[config.mk]
export PLATFORM = sky130hd
export DESIGN_NAME = pixel_writer
export DESIGN_NICKNAME = d
export VERILOG_FILES = /design/src/source/render_pkg.sv /design/src/source/bus_pkg.sv /design/src/source/pixel_writer.sv
export VERILOG_INCLUDE_DIRS = /design/src /design/src/include
export SDC_FILE = /design/constraint.sdc
export NUM_CORES = 1
export LEC_CHECK = 0
export BUFFER_PORTS_ARGS = -buffer_cell sky130_fd_sc_hd__buf_2
export CAP_MARGIN = 20
export CORE_MARGIN = 2
export CORE_UTILIZATION = 35
export DETAILED_ROUTE_END_ITERATION = 8
export PLACE_DENSITY = 0.74
export SLEW_MARGIN = 20
export SYNTH_ARGS = -nofsm -noshare
export SYNTH_HDL_FRONTEND = slang
export SYNTH_SLANG_ARGS = --single-unit
export TNS_END_PERCENT = 30
[constraint.sdc]
create_clock -name clk -period 2 [get_ports clk]
set_clock_uncertainty 0.2 [all_clocks]
set_input_delay 0.3 -clock clk [delete_from_list [all_inputs] [get_ports clk]]
set_output_delay 0.3 -clock clk [all_outputs]
set_load 0.005 [all_outputs]
[src/include/color.svh]
`ifndef COLOR_SVH
`define COLOR_SVH

// RGB332 colour fields
`define R_SIZE 3
`define G_SIZE 3
`define B_SIZE 2

// Width of a packed colour word
`define COLOR_W (`R_SIZE + `G_SIZE + `B_SIZE)

// Pixels that never escape
`define IN_SET_COLOR 8'h00

`endif

[src/source/render_pkg.sv]
package render_pkg;

    // ------------------------------------------------------------
    // Fixed-point format
    // ------------------------------------------------------------

    // Signed Q4.28 coordinates
    localparam int coord_w   = 32;
    localparam int frac_bits = 28;

    // Full width of a coordinate product before rescaling
    localparam int prod_w = 2 * coord_w;

    // Iteration counter and limit
    localparam int iter_w = 16;

    // ------------------------------------------------------------
    // Screen geometry
    // ------------------------------------------------------------

    localparam int screen_w = 32;
    localparam int screen_h = 24;
    localparam int x_w      = 5;
    localparam int y_w      = 5;

    // ------------------------------------------------------------
    // View window
    // ------------------------------------------------------------

    localparam int zoom_w   = 4;
    localparam int zoom_max = 15;

    // 3/32 per pixel at zoom level 0
    localparam logic [coord_w-1:0] base_step = 32'h0180_0000;

    // Default centre at -0.5 + 0i
    localparam logic signed [coord_w-1:0] center_re = 32'shF800_0000;
    localparam logic signed [coord_w-1:0] center_im = 32'sh0000_0000;

    // 4.0 with 2*frac_bits fractional bits, compared against |z|^2
    localparam logic [prod_w-1:0] escape_limit = prod_w'(4) << (2 * frac_bits);

endpackage

[src/source/bus_pkg.sv]
package bus_pkg;

    // ------------------------------------------------------------
    // Wishbone framebuffer bus
    // ------------------------------------------------------------

    localparam int wb_aw = 10;
    localparam int wb_dw = 8;

    // One word per pixel
    localparam int fb_depth = render_pkg::screen_w * render_pkg::screen_h;

    // Raster address of a pixel, rows of screen_w words
    function automatic logic [wb_aw-1:0] pixel_addr(
        input logic [render_pkg::x_w-1:0] x,
        input logic [render_pkg::y_w-1:0] y
    );
        return wb_aw'(y * render_pkg::screen_w + x);
    endfunction

endpackage

[src/source/pixel_writer.sv]
`include "color.svh"

module pixel_writer (
    input  logic                          clk,
    input  logic                          rst,
    input  logic [render_pkg::iter_w-1:0] max_iteration,
    input  logic                          res_valid,
    input  logic [render_pkg::x_w-1:0]    res_x,
    input  logic [render_pkg::y_w-1:0]    res_y,
    input  logic [render_pkg::iter_w-1:0] res_count,
    input  logic                          wb_ack,
    output logic                          res_ready,
    output logic                          wb_cyc,
    output logic                          wb_stb,
    output logic                          wb_we,
    output logic [bus_pkg::wb_aw-1:0]     wb_adr,
    output logic [bus_pkg::wb_dw-1:0]     wb_dat_w,
    output logic                          frame_done
);

    logic                    res_fire;
    logic                    last_pixel;
    logic [`COLOR_W-1:0]     color;

    // New results only while the bus is idle
    assign res_ready = ~wb_cyc;
    assign res_fire  = res_valid & res_ready;

    // Write-only master
    assign wb_we = wb_cyc;

    // ------------------------------------------------------------
    // Escape count to RGB332
    // ------------------------------------------------------------

    always_comb begin
        if (res_count == max_iteration) begin
            color = `IN_SET_COLOR;
        end else if (res_count[`COLOR_W-1:0] == '0) begin
            // Keep escaped pixels distinct from the in-set colour
            color = `COLOR_W'(1);
        end else begin
            color = res_count[`COLOR_W-1:0];
        end
    end

    // ------------------------------------------------------------
    // Wishbone classic write cycle
    // ------------------------------------------------------------

    always_ff @(posedge clk) begin
        if (rst) begin
            wb_cyc     <= 1'b0;
            wb_stb     <= 1'b0;
            frame_done <= 1'b0;
        end else begin
            frame_done <= wb_cyc & wb_ack & last_pixel;
            if (res_fire) begin
                wb_cyc <= 1'b1;
                wb_stb <= 1'b1;
            end else if (wb_ack) begin
                wb_cyc <= 1'b0;
                wb_stb <= 1'b0;
            end
        end
    end

    // Address and data held for the whole cycle
    always_ff @(posedge clk) begin
        if (res_fire) begin
            wb_adr     <= bus_pkg::pixel_addr(res_x, res_y);
            wb_dat_w   <= color;
            last_pixel <= res_x == render_pkg::x_w'(render_pkg::screen_w - 1) &&
                          res_y == render_pkg::y_w'(render_pkg::screen_h - 1);
        end
    end

endmodule

# --- After elaboration in Yosys (flattened, before gate mapping) ---
# Cells that the tools add are included.
# W data, S select, Z words.
word_totals:
  reg_bits: 21
  input_bits: 46
  output_inout_bits: 23
  word_cells: 21
op_classes:
  add_sub_neg: 1
  eq_ne: 3
  mux: 3
  bitwise_logic: 4
  n_reduce_logical: 4
op_table:
  columns: ["op", "n"]
  rows:
  - ["$eq A16 B16 Y1", 1]
  - ["$add A10 B5 Y10", 1]
  - ["$eq A5 B5 Y1 const B", 2]
  - ["$logic_not A8 Y1", 1]
  - ["$and A1 B1 Y1", 3]
  - ["$mux W1", 3]
  - ["$reduce_bool A2 Y1", 1]
  - ["$reduce_or A2 Y1", 1]
  - ["$logic_and A1 B1 Y1", 1]
  - ["$not A1 Y1", 1]

# --- Depth between registers and ports, before layout ---
logic_depth:
  depth_word: 3
  ltp_mapped: 4
  mapped_depth_nobuf: 4

# --- Worst setup path before layout ---
# No wires, ideal clock.
synth_path:
  path_type: "reg-to-reg"
  from: "register, netlist name wb_stb"
  to: "register last_pixel, enable pin"
  t_arrival_ps: 1267
  path_slack_ps: 135
  stages_incl_launch_ff: 2
  n_path_buf: 0
  period_less_slack_ps: 1865
  cell_sequence: "dfxtp_1 nor2b_1"
synth_rtl:
  columns: ["item", "line_no", "source"]
  rows:
  - ["to (signal assigned)", "pixel_writer.sv:73", "last_pixel <= res_x == render_pkg::x_w'(render_pkg::screen_w - 1) &&"]
  - ["to (decl)", "pixel_writer.sv:22", "logic last_pixel;"]

# --- Final worst setup path ---
layout_path:
  from: "input res_count[1] (netlist name)"
  to: "register wb_dat_w[5] (netlist name) (data pin)"
layout_between:
  elab_chain_cells: 2
  word_cells_on_any_way: 3
  classes_between: "eq/ne (1); reduce/logical (2)"
layout_rtl:
  columns: ["item", "line_no", "source"]
  rows:
  - ["from (decl)", "pixel_writer.sv:10", "input logic [render_pkg::iter_w-1:0] res_count,"]
  - ["$eq A16 B16 Y1 or $logic_not A8 Y1 (tied branches)", "pixel_writer.sv:37, pixel_writer.sv:39", null]
  - ["$reduce_or A2 Y1 (no source line) (*)", null, null]
  - ["to (signal assigned)", "pixel_writer.sv:72", "wb_dat_w <= color;"]
  - ["to (decl)", "pixel_writer.sv:17", "output logic [bus_pkg::wb_dw-1:0] wb_dat_w,"]
# Mark *: on every way between the ends. The rest lies on a longest branch, timed or not.
# A chain may end at the register's enable or synchronous reset.

==> flow_summary.ini <==
[placement]
dp.cells = 160
gp_congestion = 0.764
hpwl_microns = 1520
dpl_cell_area_sq_um = 1290
pre_cts_slack_ps = -11.1
portBuffers = 68

[drt]
wl_microns = 1940
wl_met1_microns = 637
met2WireLength_microns = 1090
final_antenna_net_count = 0
met3_length_microns = 214
first_iter_violations = 13
post_drt_wl_per_cell_microns = 11.2
vias_per_cell = 4.55
drc_errors = 0
vias = 791
highest_layer = met3
first_pass_iters = 2

[synth]
synth_compound_area_frac = 0.0190
ys_ff_latch = 21
ys_warn_count = 0
syn-num-nets = 109
synth-simple-area-share = 0.144
synth_fa_ha_area_frac = 0
avgSynthCellArea_sq_um = 14.6
ys_seq_area_frac = 0.664
synth_top_family_by_area = XOR/XNOR gates
synthesis.instances = 63
syn_area_sq_um = 920
ys_types = 17
synth_mux_area_frac = 0
synth-xor-area-share = 0.152

[floorplanning]
io_pins = 69
die_area_sq_um = 3050
row_count = 18
coreArea_sq_um = 2480
die_h_microns = 55.3
fp.dieW_microns = 55.3
initial_core_util = 0.371

[sta]
holdWs_ps = 70.0
fin_crit_ps = 1600
worst_pin_slew_ps = 345
setup_viol = 0
hold_violations = 0
rsz0062_at_grt = false
fmax_mhz = 624
setup_slack_ps = 397
relSlewSlack = 0.768
fin_crit_sh = 0.801
drv_slew = 0
fin_tns_setup_ps = 0

[critical_path]
worstSetupStartpointType = input port
required_ps = 1860
path_class = input port to flip-flop
cp-end-kind = flip-flop
crit_buf_inv = 1
cp_top_family = simple AND/OR/NAND/NOR gates
worstPathCellList = buf_2, xor2_1, nor4_1, nand4_1, and2_1
slowest_stage = nor4_1
cp_max_fo = 8
worstPathArrival_ps = 1460
max_stage_delay_ps = 360

[layout]
syn2layout_area_growth_pct = 54.3
nets = 191
layout_commonest_cell = buf_2
final_cell_mix = buf_2, edfxtp_1, xor2_1
final_cell_count_no_fill = 174
drive_gt1_frac = 0.514
antenna_cells_inserted = 0
postLayoutCellArea_sq_um = 1420

[power_and_ir_drop]
ir_drop_mv = 0.352
p_per_area_nw_per_um2 = 602
leakage_nw = 0.643

[grt]
grt_pass1_wl_microns = 3110
grt_max_degree = 21
antenna_found_initial = 0
grt_pass1_vias = 761
track_usage = 0.130
overflow = 0

[cts]
cts_buffer_depth = 2
clock_sinks = 21
worstSkewPairLatency_ps = 290
clk_pin_slew_ps = 100
cts_inserted_buffers = 3
tritoncts = built
cts-root-buf = clkbuf_4
post_cts_buffers = 0
htree_levels = 1

[run]
cap_viol_max_count = 0

[run_status]
status = finished clean

[min_path]
hold_path_class = input port to flip-flop
[logic make-up (layout without fill, tap and decap cells)]
logic type / after synthesis / count (layout)
xor+xnor: 16 / 16
buf+inv: 3 / 84
compound gates: 2 / 2
flops: 21 / 21
simple gates: 21 / 21
[Yosys cell counts, drive strengths merged]
master,n,area [sq um]
nor2b,1,6.26
nor3,1,5.00
dfxtp,2,40.0
nand4b,1,8.76
nand2,1,3.75
and4b,1,10.0
nor4,5,31.3
nor2,1,3.75
or4,1,7.51
o21ba,1,10.0
xor2,16,140
and2,7,43.8
inv,1,3.75
edfxtp,19,571
nand4,2,12.5
o21a,1,7.51
buf,2,15.0
[layer usage]
metal | up-vias | GRT usage
li1 | 390 | -
met5 | - | 0
met4 | 0 | 0.0523
met3 | 0 | 0.0281
met2 | 56 | 0.257
met1 | 345 | 0.129
[through the flow]
stage          power, W  utilization
2_1_floorplan  0.000576            -
3_3_place_gp   0.000656        0.522
3_5_place_dp   0.000662        0.522
4_1_cts        0.000866        0.573
5_1_grt        0.000894        0.573
6_report       0.000855        0.573
[worst paths after layout]
check             depth (start not counted)          from  slack, ps     endpoint
setup / recovery                          5  res_count[1]        400  wb_dat_w[5]
hold / removal                            2           rst         70       wb_stb
setup reg to reg                          2        wb_stb        740  wb_dat_w[6]
hold reg to reg                           1    last_pixel        320   frame_done
[state kept, by name, indices dropped and copies added (netlist names)]
signal	cells
last_pixel	1
wb_stb	1
wb_adr	10
frame_done	1
wb_dat_w	8
[report_power, final]
part           switching [W]  internal, W  leakage, nW
Combinational      0.0000633    0.0000858        0.429
Sequential        0.00000696     0.000508        0.199
Clock               0.000113    0.0000775       0.0150
[cell type report]
type,count,area (sq um)
Clock buffer,4,26.3
Fill cell,225,1060
Sequential cell,21,611
Timing Repair Buffer,79,448
Multi-Input combinational cell,39,293
Inverter,1,3.75
Tap cell,30,37.5
[timing repair]
action                    4_1_cts  5_1_grt
resized for setup               0        0
hold endpoints to repair       10        0
hold buffers                   10        0
No activity file was read; power rests on OpenSTA's default activity.
