### src/include/color.svh
`ifndef COLOR_SVH
`define COLOR_SVH

// RGB332 colour fields
`define R_SIZE 3
`define G_SIZE 3
`define B_SIZE 2

// Width of a packed colour word
`define COLOR_W (`R_SIZE + `G_SIZE + `B_SIZE)

// Pixels that never escape
`define IN_SET_COLOR 8'h00

`endif

### src/source/render_pkg.sv
package render_pkg;

    // ------------------------------------------------------------
    // Fixed-point format
    // ------------------------------------------------------------

    // Signed Q4.28 coordinates
    localparam int coord_w   = 32;
    localparam int frac_bits = 28;

    // Full width of a coordinate product before rescaling
    localparam int prod_w = 2 * coord_w;

    // Iteration counter and limit
    localparam int iter_w = 16;

    // ------------------------------------------------------------
    // Screen geometry
    // ------------------------------------------------------------

    localparam int screen_w = 32;
    localparam int screen_h = 24;
    localparam int x_w      = 5;
    localparam int y_w      = 5;

    // ------------------------------------------------------------
    // View window
    // ------------------------------------------------------------

    localparam int zoom_w   = 4;
    localparam int zoom_max = 15;

    // 3/32 per pixel at zoom level 0
    localparam logic [coord_w-1:0] base_step = 32'h0180_0000;

    // Default centre at -0.5 + 0i
    localparam logic signed [coord_w-1:0] center_re = 32'shF800_0000;
    localparam logic signed [coord_w-1:0] center_im = 32'sh0000_0000;

    // 4.0 with 2*frac_bits fractional bits, compared against |z|^2
    localparam logic [prod_w-1:0] escape_limit = prod_w'(4) << (2 * frac_bits);

endpackage

### src/source/view_decode.sv
module view_decode (
    input  logic                           clk,
    input  logic                           rst,
    input  logic                           start,
    input  logic                           zoom_in,
    input  logic                           zoom_out,
    input  logic                           start_ovd,
    input  logic [render_pkg::coord_w-1:0] start_real_ovd,
    input  logic [render_pkg::coord_w-1:0] start_imag_ovd,
    input  logic                           pix_ready,
    input  logic                           frame_done,
    output logic                           busy,
    output logic [render_pkg::zoom_w-1:0]  zoom_level,
    output logic                           pix_valid,
    output logic [render_pkg::x_w-1:0]     pix_x,
    output logic [render_pkg::y_w-1:0]     pix_y,
    output logic [render_pkg::coord_w-1:0] c_re,
    output logic [render_pkg::coord_w-1:0] c_im
);

    logic                           busy_q;
    logic                           frame_start;
    logic                           pix_fire;
    logic                           last_x;
    logic                           last_y;
    logic [render_pkg::coord_w-1:0] step;
    logic [render_pkg::coord_w-1:0] step_next;
    logic [render_pkg::coord_w-1:0] origin_re;
    logic [render_pkg::coord_w-1:0] origin_re_next;
    logic [render_pkg::coord_w-1:0] origin_im_next;

    // Busy drops in the same cycle as the frame_done pulse
    assign busy        = busy_q & ~frame_done;
    assign frame_start = start & ~busy;
    assign pix_fire    = pix_valid & pix_ready;
    assign last_x      = pix_x == render_pkg::x_w'(render_pkg::screen_w - 1);
    assign last_y      = pix_y == render_pkg::y_w'(render_pkg::screen_h - 1);

    // ------------------------------------------------------------
    // Window of the next frame
    // ------------------------------------------------------------

    assign step_next = render_pkg::base_step >> zoom_level;

    // Top-left corner, half a screen away from the centre
    assign origin_re_next = start_ovd ? start_real_ovd :
        render_pkg::center_re - render_pkg::coord_w'(step_next * (render_pkg::screen_w / 2));
    assign origin_im_next = start_ovd ? start_imag_ovd :
        render_pkg::center_im - render_pkg::coord_w'(step_next * (render_pkg::screen_h / 2));

    // Zoom only moves between frames
    always_ff @(posedge clk) begin
        if (rst) begin
            zoom_level <= '0;
        end else if (!busy) begin
            if (zoom_in && zoom_level != render_pkg::zoom_w'(render_pkg::zoom_max)) begin
                zoom_level <= zoom_level + 1'b1;
            end else if (zoom_out && zoom_level != '0) begin
                zoom_level <= zoom_level - 1'b1;
            end
        end
    end

    // ------------------------------------------------------------
    // Frame control and raster counter
    // ------------------------------------------------------------

    always_ff @(posedge clk) begin
        if (rst) begin
            busy_q    <= 1'b0;
            pix_valid <= 1'b0;
            pix_x     <= '0;
            pix_y     <= '0;
        end else begin
            if (frame_start) begin
                busy_q <= 1'b1;
            end else if (frame_done) begin
                busy_q <= 1'b0;
            end
            if (frame_start) begin
                pix_valid <= 1'b1;
                pix_x     <= '0;
                pix_y     <= '0;
            end else if (pix_fire) begin
                pix_x <= last_x ? '0 : pix_x + 1'b1;
                if (last_x) begin
                    pix_y <= pix_y + 1'b1;
                end
                if (last_x && last_y) begin
                    pix_valid <= 1'b0;
                end
            end
        end
    end

    // c tracks origin + (x, y) * step by accumulation
    always_ff @(posedge clk) begin
        if (frame_start) begin
            step      <= step_next;
            origin_re <= origin_re_next;
            c_re      <= origin_re_next;
            c_im      <= origin_im_next;
        end else if (pix_fire) begin
            if (last_x) begin
                c_re <= origin_re;
                c_im <= c_im + step;
            end else begin
                c_re <= c_re + step;
            end
        end
    end

endmodule
### config.mk
export PLATFORM = sky130hd
export DESIGN_NAME = view_decode
export DESIGN_NICKNAME = d
export VERILOG_FILES = /design/src/include/color.svh /design/src/source/render_pkg.sv /design/src/source/view_decode.sv
export SDC_FILE = /design/constraint.sdc
export NUM_CORES = 1
export LEC_CHECK = 0
export BUFFER_PORTS_ARGS = -buffer_cell sky130_fd_sc_hd__buf_2
export CAP_MARGIN = 10
export CORE_UTILIZATION = 40
export CTS_CLUSTER_SIZE = 40
export DETAILED_ROUTE_END_ITERATION = 6
export GPL_ROUTABILITY_DRIVEN = 1
export SKIP_LAST_GASP = 1
export SYNTH_ARGS = -nofsm -noshare
export SYNTH_HDL_FRONTEND = slang
export SYNTH_SLANG_ARGS = --single-unit
export TNS_END_PERCENT = 10
### constraint.sdc
create_clock -name clk -period 13 [get_ports clk]
set_input_delay 1.3 -clock clk [delete_from_list [all_inputs] [get_ports clk]]
set_output_delay 1.3 -clock clk [all_outputs]
set_load 0.01 [all_outputs]
After elaboration in Yosys (flattened, before gate mapping)

Cells that the tools add are included.
Widths: inputs -> output; s select.

Register bits: 144
Output and inout port bits: 80
Word-level logic and storage cells: 57

Add/sub/neg operators: 8
$mul: 1
Equality and inequality tests: 3
Shifts and indexed selects: 1
Multiplexer cells: 16
Bitwise logic cells: 5
Reduce and logical (&&, ||, !) cells: 14

Operators with widths:

| operator               | number |
|---|---|
| $mux 32                | 8 |
| $add 32x32->32         | 2 |
| $mul 32x2->30 const B  | 1 |
| $shr 25x4->32 const A  | 1 |
| $sub 1x32->32 const A  | 1 |
| $sub 32x32->32 const A | 1 |
| $add 5x1->5 const B    | 2 |
| $eq 5x5->1 const B     | 2 |
| $reduce_bool 2->1      | 5 |
| $mux 4                 | 2 |
| $reduce_and 2->1       | 4 |
| $mux 1                 | 5 |
| $mux 5                 | 1 |
| $add 4x1->4 const B    | 1 |
| $ne 4x4->1 const B     | 1 |
| $reduce_bool 4->1      | 1 |
| $sub 4x1->4 const B    | 1 |
| $and 1x1->1            | 3 |
| $logic_and 1x1->1      | 3 |
| $not 1->1              | 2 |
| $reduce_or 2->1        | 1 |

Longest topological paths before layout

Gate-level depths: netlist of the first run.

Depth in word-level cells: 6
Mapped depth: 16

Worst setup path before layout of the first run

No wires, ideal clock.

Kind: reg2reg
Start point: reg zoom_level[1] (netlist name)
End point: reg c_im[25] (netlist name) (data pin)
Setup time: 0.268 ns
Arrival time: 4.170 ns
Path slack: 8.561 ns
Cell stages (with the launch flop): 16
Buffers on the path: 1
Clock period less this slack: 4.439 ns
Path through: dfxtp_1 -> clkbuf_1 -> inv_1 -> ha_1 -> nand3_1 -> inv_1 -> fa_1 -> a21o_1 -> a22oi_4 -> a21boi_2 -> or3_1 -> a211o_1 -> or3_4 -> or4_1 -> a22oi_1 -> o211ai_1

Word-level cells in the longest chain between the ends: 5

RTL lines:

| element                | line               | RTL |
|---|---|---|
| from (decl)            | view_decode.sv:13  | `output logic [render_pkg::zoom_w-1:0] zoom_level,` |
| from (signal assigned) | view_decode.sv:57  | `zoom_level <= zoom_level + 1'b1;` |
| from (signal assigned) | view_decode.sv:59  | `zoom_level <= zoom_level - 1'b1;` |
| $shr 25x4->32          | view_decode.sv:43  | `assign step_next = render_pkg::base_step >> zoom_level;` |
| via step_next, one bit | view_decode.sv:27  | `logic [render_pkg::coord_w-1:0] step_next;` |
| $mul 32x2->30          | view_decode.sv:49  | `render_pkg::center_im - render_pkg::coord_w'(step_next * (render_pkg::screen_h / 2));` |
| $sub 1x32->32          | view_decode.sv:49  |  |
| $mux 32                | view_decode.sv:48  | `assign origin_im_next = start_ovd ? start_imag_ovd :` |
| $mux 32                | view_decode.sv:98  | `if (frame_start) begin` |
| to (signal assigned)   | view_decode.sv:102 | `c_im <= origin_im_next;` |
| to (signal assigned)   | view_decode.sv:106 | `c_im <= c_im + step;` |
| to (decl)              | view_decode.sv:18  | `output logic [render_pkg::coord_w-1:0] c_im` |

The timed path passes the listed nets, and every way through them passes these cells.
A chain may end at the register's enable or synchronous reset.

Worst setup path after layout of the first run

Start point: reg zoom_level[1] (netlist name)
End point: reg c_im[29] (netlist name) (data pin)

Same word-level chain as after synthesis.

==> results of run 1 <==
## per-stage QoR
stage | hold WS, ns | worst slack [ns] | util | cell area [um2] | std cells
2_1_floorplan | 0.4964 | 8.561 | - | 9055 | 959
4_1_cts | 0.4748 | 8.218 | 0.4850 | 10680 | 1389
6_report | 0.4709 | 8.210 | 0.4850 | 10680 | 1389
5_1_grt | 0.5175 | 7.699 | 0.4850 | 10680 | 1389
3_5_place_dp | 0.4667 | 8.251 | 0.4563 | 10050 | 1357
3_3_place_gp | 0.4655 | 8.415 | 0.4563 | 10050 | 1357
## layout by cell type (no fill, tap or decap), types with 5 or more instances in the layout
cell         n
buf_2      151
edfxtp_1   113
nand2_1    103
a21oi_1     77
ha_1        69
nor2_1      66
o21ai_0     52
xnor2_1     44
xor2_1      39
inv_1       32
nand3_1     32
nor3_1      25
and3_1      22
and2_1      21
nand2b_1    20
clkbuf_16   17
dfxtp_1     16
o211ai_1    14
a211oi_1    13
nor2b_1     11
a21o_1      11
o21a_1      10
or3_1        9
or2_2        8
a31oi_1      8
o22ai_1      7
o21ai_1      6
nand4_1      6
mux2i_1      6
clkinv_4     6
nor3b_1      5
nand3b_1     5
## path summary, 6_finish.rpt
path / slack [ns] / endpoint / cells past startpoint
worst max-delay path: 8.21 / c_im[29] / 14
worst min-delay path: 0.47 / pix_x[4] / 2
worst max register to register: 8.21 / c_im[29] / 14
worst min register to register: 0.47 / pix_x[4] / 2
## final cells by class
cell class / count / area [um2]
multi-input cells: 760 / 5075
flip-flops and latches: 129 / 3714
clock buffers: 17 / 425.4
clock inverters: 15 / 207.7
well taps: 280 / 350.3
repair buffers: 155 / 785.8
fillers: 2087 / 11340
inverters: 33 / 125.1
## cell families (layout without fill, tap and decap cells)
logic type,after synthesis,after routing,synth area share
and+or+nand+nor,355,355,0.1984
AOI/OAI and AO/OA,241,241,0.1678
DFF,129,129,0.4101
xor gates and xnor gates,83,83,0.08028
adders and majority gates,74,74,0.1056
buffers and inverters,70,220,0.02998
muxes,7,7,0.007876
## tightest hold or removal path: stages, from the launching register on
cell	delay, ns
dfxtp_1	0.32
nand2_1	0.05
a21oi_1	0.05
## registers in the layout, summed over array words and instances, names as in the netlist
signal      flops
step           17
pix_x           5
c_re           32
zoom_level      4
pix_y           5
busy_q          1
c_im           32
pix_valid       1
origin_re      32
## power by group
part           leakage [nW]  internal (W)  switching, W  total (W)
Sequential             1.24      0.000554     0.0000614   0.000616
Combinational          3.06      0.000421      0.000591    0.00101
Clock                 0.308      0.000323      0.000192   0.000515
Total                  4.61       0.00130      0.000844    0.00214
## per-layer routing
layer,GRT usage,wire (um),part of all wire
met1,0.3106,11990,0.50
met2,0.3221,10760,0.45
met3,0.03072,1119,0.046
met4,0.05676,282,0.012
met5,0,0,0
==> results by group, run 1 <==
Pwr
  • IR drop worst, VDD: 0.00009558 V
  • P per Cell Area: 200.6 nW/um2
  • Leakage power: 4.614 nW
  • Power Total: 0.002143 W

Clock tree
  • Clk buf depth: 2
  • CTS Hold Bufs: 0
  • CTS tree: done
  • Htree depth: 4
  • Worst-Skew Late Latency: 0.42 ns
  • Num CTS Buffers: 17
  • Post-cts resize count: 0
  • CTS clk-pin slew, worst paths: 0.07 ns
  • Root buf cell: clkbuf_16
  • CTS Sinks: 129
  • Setup Buffers After CTS: 0

Timing
  • Clk_skew: 0.01344 ns
  • Fin crit period: 4.790 ns
  • # setup viols final: 0
  • RSZ-0062 raised after global routing: false
  • Final hold vios: 0
  • Setup Total Neg Slack: 0 ns
  • Worst-Margin Slew: 1.110 ns
  • Slew Viols, Final: 0
  • Fmax: 208.8 MHz
  • Tcrit/Tclk final: 0.3685
  • Slew headroom: 0.2406

Yosys
  • Seq cells post-synth: 129
  • Count leader, synth: edfxtp_1
  • Ys async rst share: 0
  • Main flop type after synthesis: edfxtp_1
  • Number of distinct library cells after synthesis: 73
  • Register area share after synthesis: 0.4101
  • Area leader, netlist: edfxtp_1
  • Syn nets: 1105
  • Post-Synthesis Cells: 959
  • Area contributors post-synth: edfxtp_1 37%, ha_1 9.7%, nand2_1 4.3%, a21oi_1 4.3%, xnor2_1 4.3%
  • Cell area after synthesis: 9055 um2
  • Ys Warns: 0
  • Post-synth EDFFs: 113
  • Avg Inst Size Synth: 9.442 um2
  • Commonest cells post-synth: 113 x edfxtp_1, 103 x nand2_1, 77 x a21oi_1
  • Synth top area share: 0.3747

Worst hold path
  • Min-delay worst type: reg2reg
  • Hold path start: pix_x[4]

Worst setup path
  • Slowest-stage cell, CP: dfxtp_1
  • CP delay by family, top: compound AO/OA/AOI/OAI gates
  • Worst Path Buf+Inv: 1
  • CP Capture Type: flip-flop
  • Reg-to-Reg Start: zoom_level[1]
  • Worst EP required: 13.13 ns
  • Critical path, cell by cell: ha_1 -> nand2b_1 -> a21oi_1 -> inv_1 -> ha_1 -> nand2_1 -> o21ai_0 -> nor3b_1 -> a211oi_1 -> a22oi_1 -> and4b_1 -> nand3b_1 -> nor4_2 -> o22ai_1
  • CP max stage delay: 0.68 ns
  • Crit path from: zoom_level[1]
  • Worst path arrival time: 4.92 ns
  • Crit-path max FO: 17
  • Kind of critical path: reg2reg
  • CP most frequent cell: ha_1
  • Startpoint Class: flip-flop

Placement
  • Post-DP HPWL: 18120 um
  • IO buf count: 151
  • GP Congestion: 0.9423

Routing
  • DR DRC count: 7
  • DR vias/cell: 5.502
  • DRT antenna net count: 0
  • DR iter-0 viols: 685
  • Drt total wl: 24150 um
  • DRT Pass-1 Iters: 7
  • Post-DR wirelength/cell: 17.39 um
  • DR vias: 7642

Die
  • Die width: 152.5 um
  • Initial Util: 0.4111
  • Core area: 22030 um2
  • Die area: 23240 um2
  • Die Y: 152.5 um
  • Standard-cell rows: 54
  • Boundary Pins: 152

Outcome
  • Status: finished with violations
  • Failing checks: design-rule violations

GRT
  • Largest net degree at the start of global routing: 87
  • Initial antenna violation count: 0
  • Global-route wire length before repair: 38500 um
  • GR Overflow Total: 0
  • Vias in the first global route: 7178
  • Tot GR Track Use: 0.2109

Job
  • Maximum Capacitance Violations: 0

Layout
  • Area growth, synth to finish: 17.98%
  • Antenna cell count: 0
  • Layout cells sized above 1: 0.1867
  • Nets@finish: 1242
(Power assumes the default switching activity.)
==> run 2: changes to the inputs <==
ABC_AREA = 1   (was default)
clock period = 4.95 ns   (was 13 ns; I/O delays follow)
==> run 2 against run 1 <==
Effect of this change: final area up 6.0%; maximum frequency up 15%; critical path type unchanged; sequential power up 150%; via count up 17%; global-route usage up 2.8 points; first-iteration DRC count down 17%; non-clock buffer count up 11; die area up 5.9%; worst hold slack worse by 0.18 ns; the flow now finishes without violations; sequential share of layout area down 2.0 points; area after synthesis up 5.9%; clock-buffer cell count unchanged; highest routed layer unchanged.
==> results by group, run 2 <==
Clock tree
  • CTS clk-pin slew, worst paths: 0.07 ns (about the same)
  • Setup Buffers After CTS: 0 (unchanged)
  • CTS Hold Bufs: 0 (unchanged)
  • Post-cts resize count: 0 (unchanged)
  • CTS Sinks: 129 (unchanged)
  • Clk buf depth: 2 (unchanged)
  • CTS tree: done
  • Worst-Skew Late Latency: 0.42 ns (about the same)
  • Root buf cell: clkbuf_16
  • Num CTS Buffers: 17 (unchanged)
  • Htree depth: 4 (unchanged)

Yosys
  • Post-Synthesis Cells: 1243 (+30%)
  • Area contributors post-synth: edfxtp_1 35%, nand2_1 13%, ha_1 9.1%, nor2_1 5.0%, inv_1 4.8%
  • Cell area after synthesis: 9593 um2 (+5.9%)
  • Area leader, netlist: edfxtp_1
  • Main flop type after synthesis: edfxtp_1
  • Ys Warns: 0 (unchanged)
  • Avg Inst Size Synth: 7.718 um2 (-18%)
  • Number of distinct library cells after synthesis: 53 (-27%)
  • Commonest cells post-synth: 320 x nand2_1, 127 x nor2_1, 123 x inv_1
  • Ys async rst share: 0 (unchanged)
  • Syn nets: 1389 (+26%)
  • Register area share after synthesis: 0.3871 (-0.02300)
  • Seq cells post-synth: 129 (unchanged)
  • Post-synth EDFFs: 113 (unchanged)
  • Count leader, synth: nand2_1
  • Synth top area share: 0.3537 (-0.02102)

Outcome
  • Status: complete, no violations

Worst setup path
  • Startpoint Class: flip-flop
  • Worst path arrival time: 4.33 ns (-0.59 ns)
  • Reg-to-reg endpoint: c_im[26]
  • Crit-path max FO: 19 (+2)
  • Slowest-stage cell, CP: dfxtp_1
  • FF-to-FF path depth: 18 (+4)
  • Critical path, cell by cell: inv_4 -> nor3_1 -> inv_1 -> ha_1 -> a21oi_1 -> nand3b_1 -> nand2_1 -> nand2_1 -> nor2_4 -> nand2_1 -> nor2_1 -> nand3_1 -> nor2_2 -> nand2_2 -> o21ai_1 -> nand3_1 -> nand2_1 -> nand2_1
  • Setup crit end: c_im[26]
  • CP max stage delay: 0.81 ns (+0.13 ns)
  • CP most frequent cell: nand2_1
  • CP Capture Type: flip-flop
  • Kind of critical path: reg2reg
  • Reg-to-Reg Start: zoom_level[3]
  • Crit path from: zoom_level[3]
  • Worst EP required: 5.13 ns (-8.00 ns)
  • Reg2Reg Setup Slack: 0.79 ns (-7.42 ns)

Timing
  • Fmax: 240.7 MHz (+15%)
  • Setup Total Neg Slack: 0 ns (unchanged)
  • # setup viols final: 0 (unchanged)
  • Fin crit period: 4.155 ns (-0.6348 ns)
  • Slew headroom: 0.2633 (+0.02273)
  • Worst-Margin Slew: 1.102 ns (-0.008047 ns)
  • Tcrit/Tclk final: 0.8394 (+0.4710)
  • Final Hold Slack: 0.2891 ns (-0.1819 ns)
  • Final hold vios: 0 (unchanged)
  • RSZ-0062 raised after global routing: false
  • Clk_skew: 0.01542 ns (+0.001983 ns)
  • Slew Viols, Final: 0 (unchanged)

GRT
  • Initial antenna violation count: 0 (unchanged)
  • GR Overflow Total: 0 (unchanged)
  • Tot GR Track Use: 0.2389 (+0.02793)
  • Largest net degree at the start of global routing: 65 (-25%)
  • Vias in the first global route: 8585 (+20%)
  • Global-route wire length before repair: 44660 um (+16%)

Pwr
  • Power Total: 0.004846 W (+130%)
  • IR drop worst, VDD: 0.0002290 V (+140%)
  • Leakage power: 5.260 nW (+14%)
  • P per Cell Area: 427.8 nW/um2 (+110%)

Layout
  • Layout cells sized above 1: 0.1763 (-0.01031)
  • Most frequent cells in the layout: 320 x nand2_1, 151 x buf_2, 126 x nor2_1
  • Fill count: 2326 (+11%)
  • Area growth, synth to finish: 18.08% (about the same)
  • Nets@finish: 1545 (+24%)
  • Antenna cell count: 0 (unchanged)
  • Most common cell after layout, fill and taps aside: nand2_1
  • Biggest regs: c_im (32), c_re (32), origin_re (32)

Routing
  • DR DRC count: 0 (-7)
  • DR vias: 8944 (+17%)
  • DRT Pass-1 Iters: 7 (unchanged)
  • DR vias/cell: 5.167 (-6.1%)
  • DRT antenna net count: 0 (unchanged)
  • Drt total wl: 28760 um (+19%)
  • DR iter-0 viols: 568 (-17%)
  • Post-DR wirelength/cell: 16.61 um (-4.4%)

Die
  • Core area: 23470 um2 (+6.6%)
  • Standard-cell rows: 56 (+3.7%)
  • Boundary Pins: 152 (unchanged)
  • Die width: 156.9 um (+2.9%)
  • Die area: 24610 um2 (+5.9%)
  • Initial Util: 0.4087 (-0.002411)
  • Die Y: 156.9 um (+2.9%)

Placement
  • IO buf count: 151 (unchanged)
  • Post-DP HPWL: 22270 um (+23%)
  • GP Congestion: 0.9274 (-1.6%)

Worst hold path
  • Hold path start: rst
  • Min-delay worst type: in2reg

Job
  • Maximum Capacitance Violations: 0 (unchanged)
## run 2: changes by cell type after synthesis, sizes merged, moves of 12 or more
cell,delta
a211oi,-12
a31oi,+13
and2,-20
and3,-21
inv,+93
nand2,+235
nand2b,-21
nand3,+58
nand4,+21
nor2,+72
o21ai,+35
xnor2,-34
xor2,-21
## run 2: layer usage
layer / global-route usage / vias up / part of all wire
met5: 0 / - / 0
met4: 0.06256 / 0 / 0.013
met3: 0.03379 / 29 / 0.053
met2: 0.4138 / 231 / 0.49
met1: 0.3098 / 4141 / 0.45
li1: - / 4543 / -
## run 2: worst min-delay path by stage
stage	to	slack [ns]	cells after the start
after floorplan	pix_x[4]	0.50	2
final	busy_q	0.29	2
after global placement	pix_x[4]	0.48	2
after detailed placement	pix_x[4]	0.49	2
after CTS	pix_valid	0.28	2
after global routing	pix_valid	0.30	2
## run 2: metrics by stage
| stage | utilization | cell area, um2 | worst slack, ns | instances |
|---|---|---|---|---|
| finish | 0.4826 | 11330 | 0.7947 | 1731 |
| global route | 0.4826 | 11330 | 0.3016 | 1731 |
| CTS | 0.4826 | 11330 | 0.8294 | 1731 |
| detailed placement | 0.4576 | 10740 | 0.8354 | 1699 |
| global placement | 0.4576 | 10740 | 0.9834 | 1699 |
| floorplan | - | 9593 | 1.365 | 1243 |
## run 2: worst max-delay path: cells and delay by family, from the launching register on
kind	cells	cell delay [ns]
simple gates	13	2.02
buf+inv	2	0.33
flops	1	0.81
compound gates	2	0.32
fa+ha+maj	1	0.41
## run 2: power by group
group          switching [W]  internal, W  leakage, nW
Sequential          0.000133      0.00139         1.24
Clock               0.000546     0.000717        0.281
Combinational        0.00134     0.000715         3.74
## run 2: final cells by class
cell class                 instances  area [um2]  area share
inverter                         127       479.2     0.04231
multi-input combinational        958        5280      0.4661
clock inverter                    15       161.4     0.01425
timing repair buffer             166       868.3     0.07666
tap                              319       399.1     0.03524
clock buffer                      17       425.4     0.03756
sequential                       129        3714      0.3278
## run 2: logic make-up after synthesis
group                      after synthesis  share of synthesized area
AOI/OAI and AO/OA                      228                     0.1306
xor gates and xnor gates                28                    0.02556
adders and majority gates               74                    0.09965
and+or+nand+nor                        628                     0.2939
DFF                                    129                     0.3871
buffers and inverters                  156                    0.06326
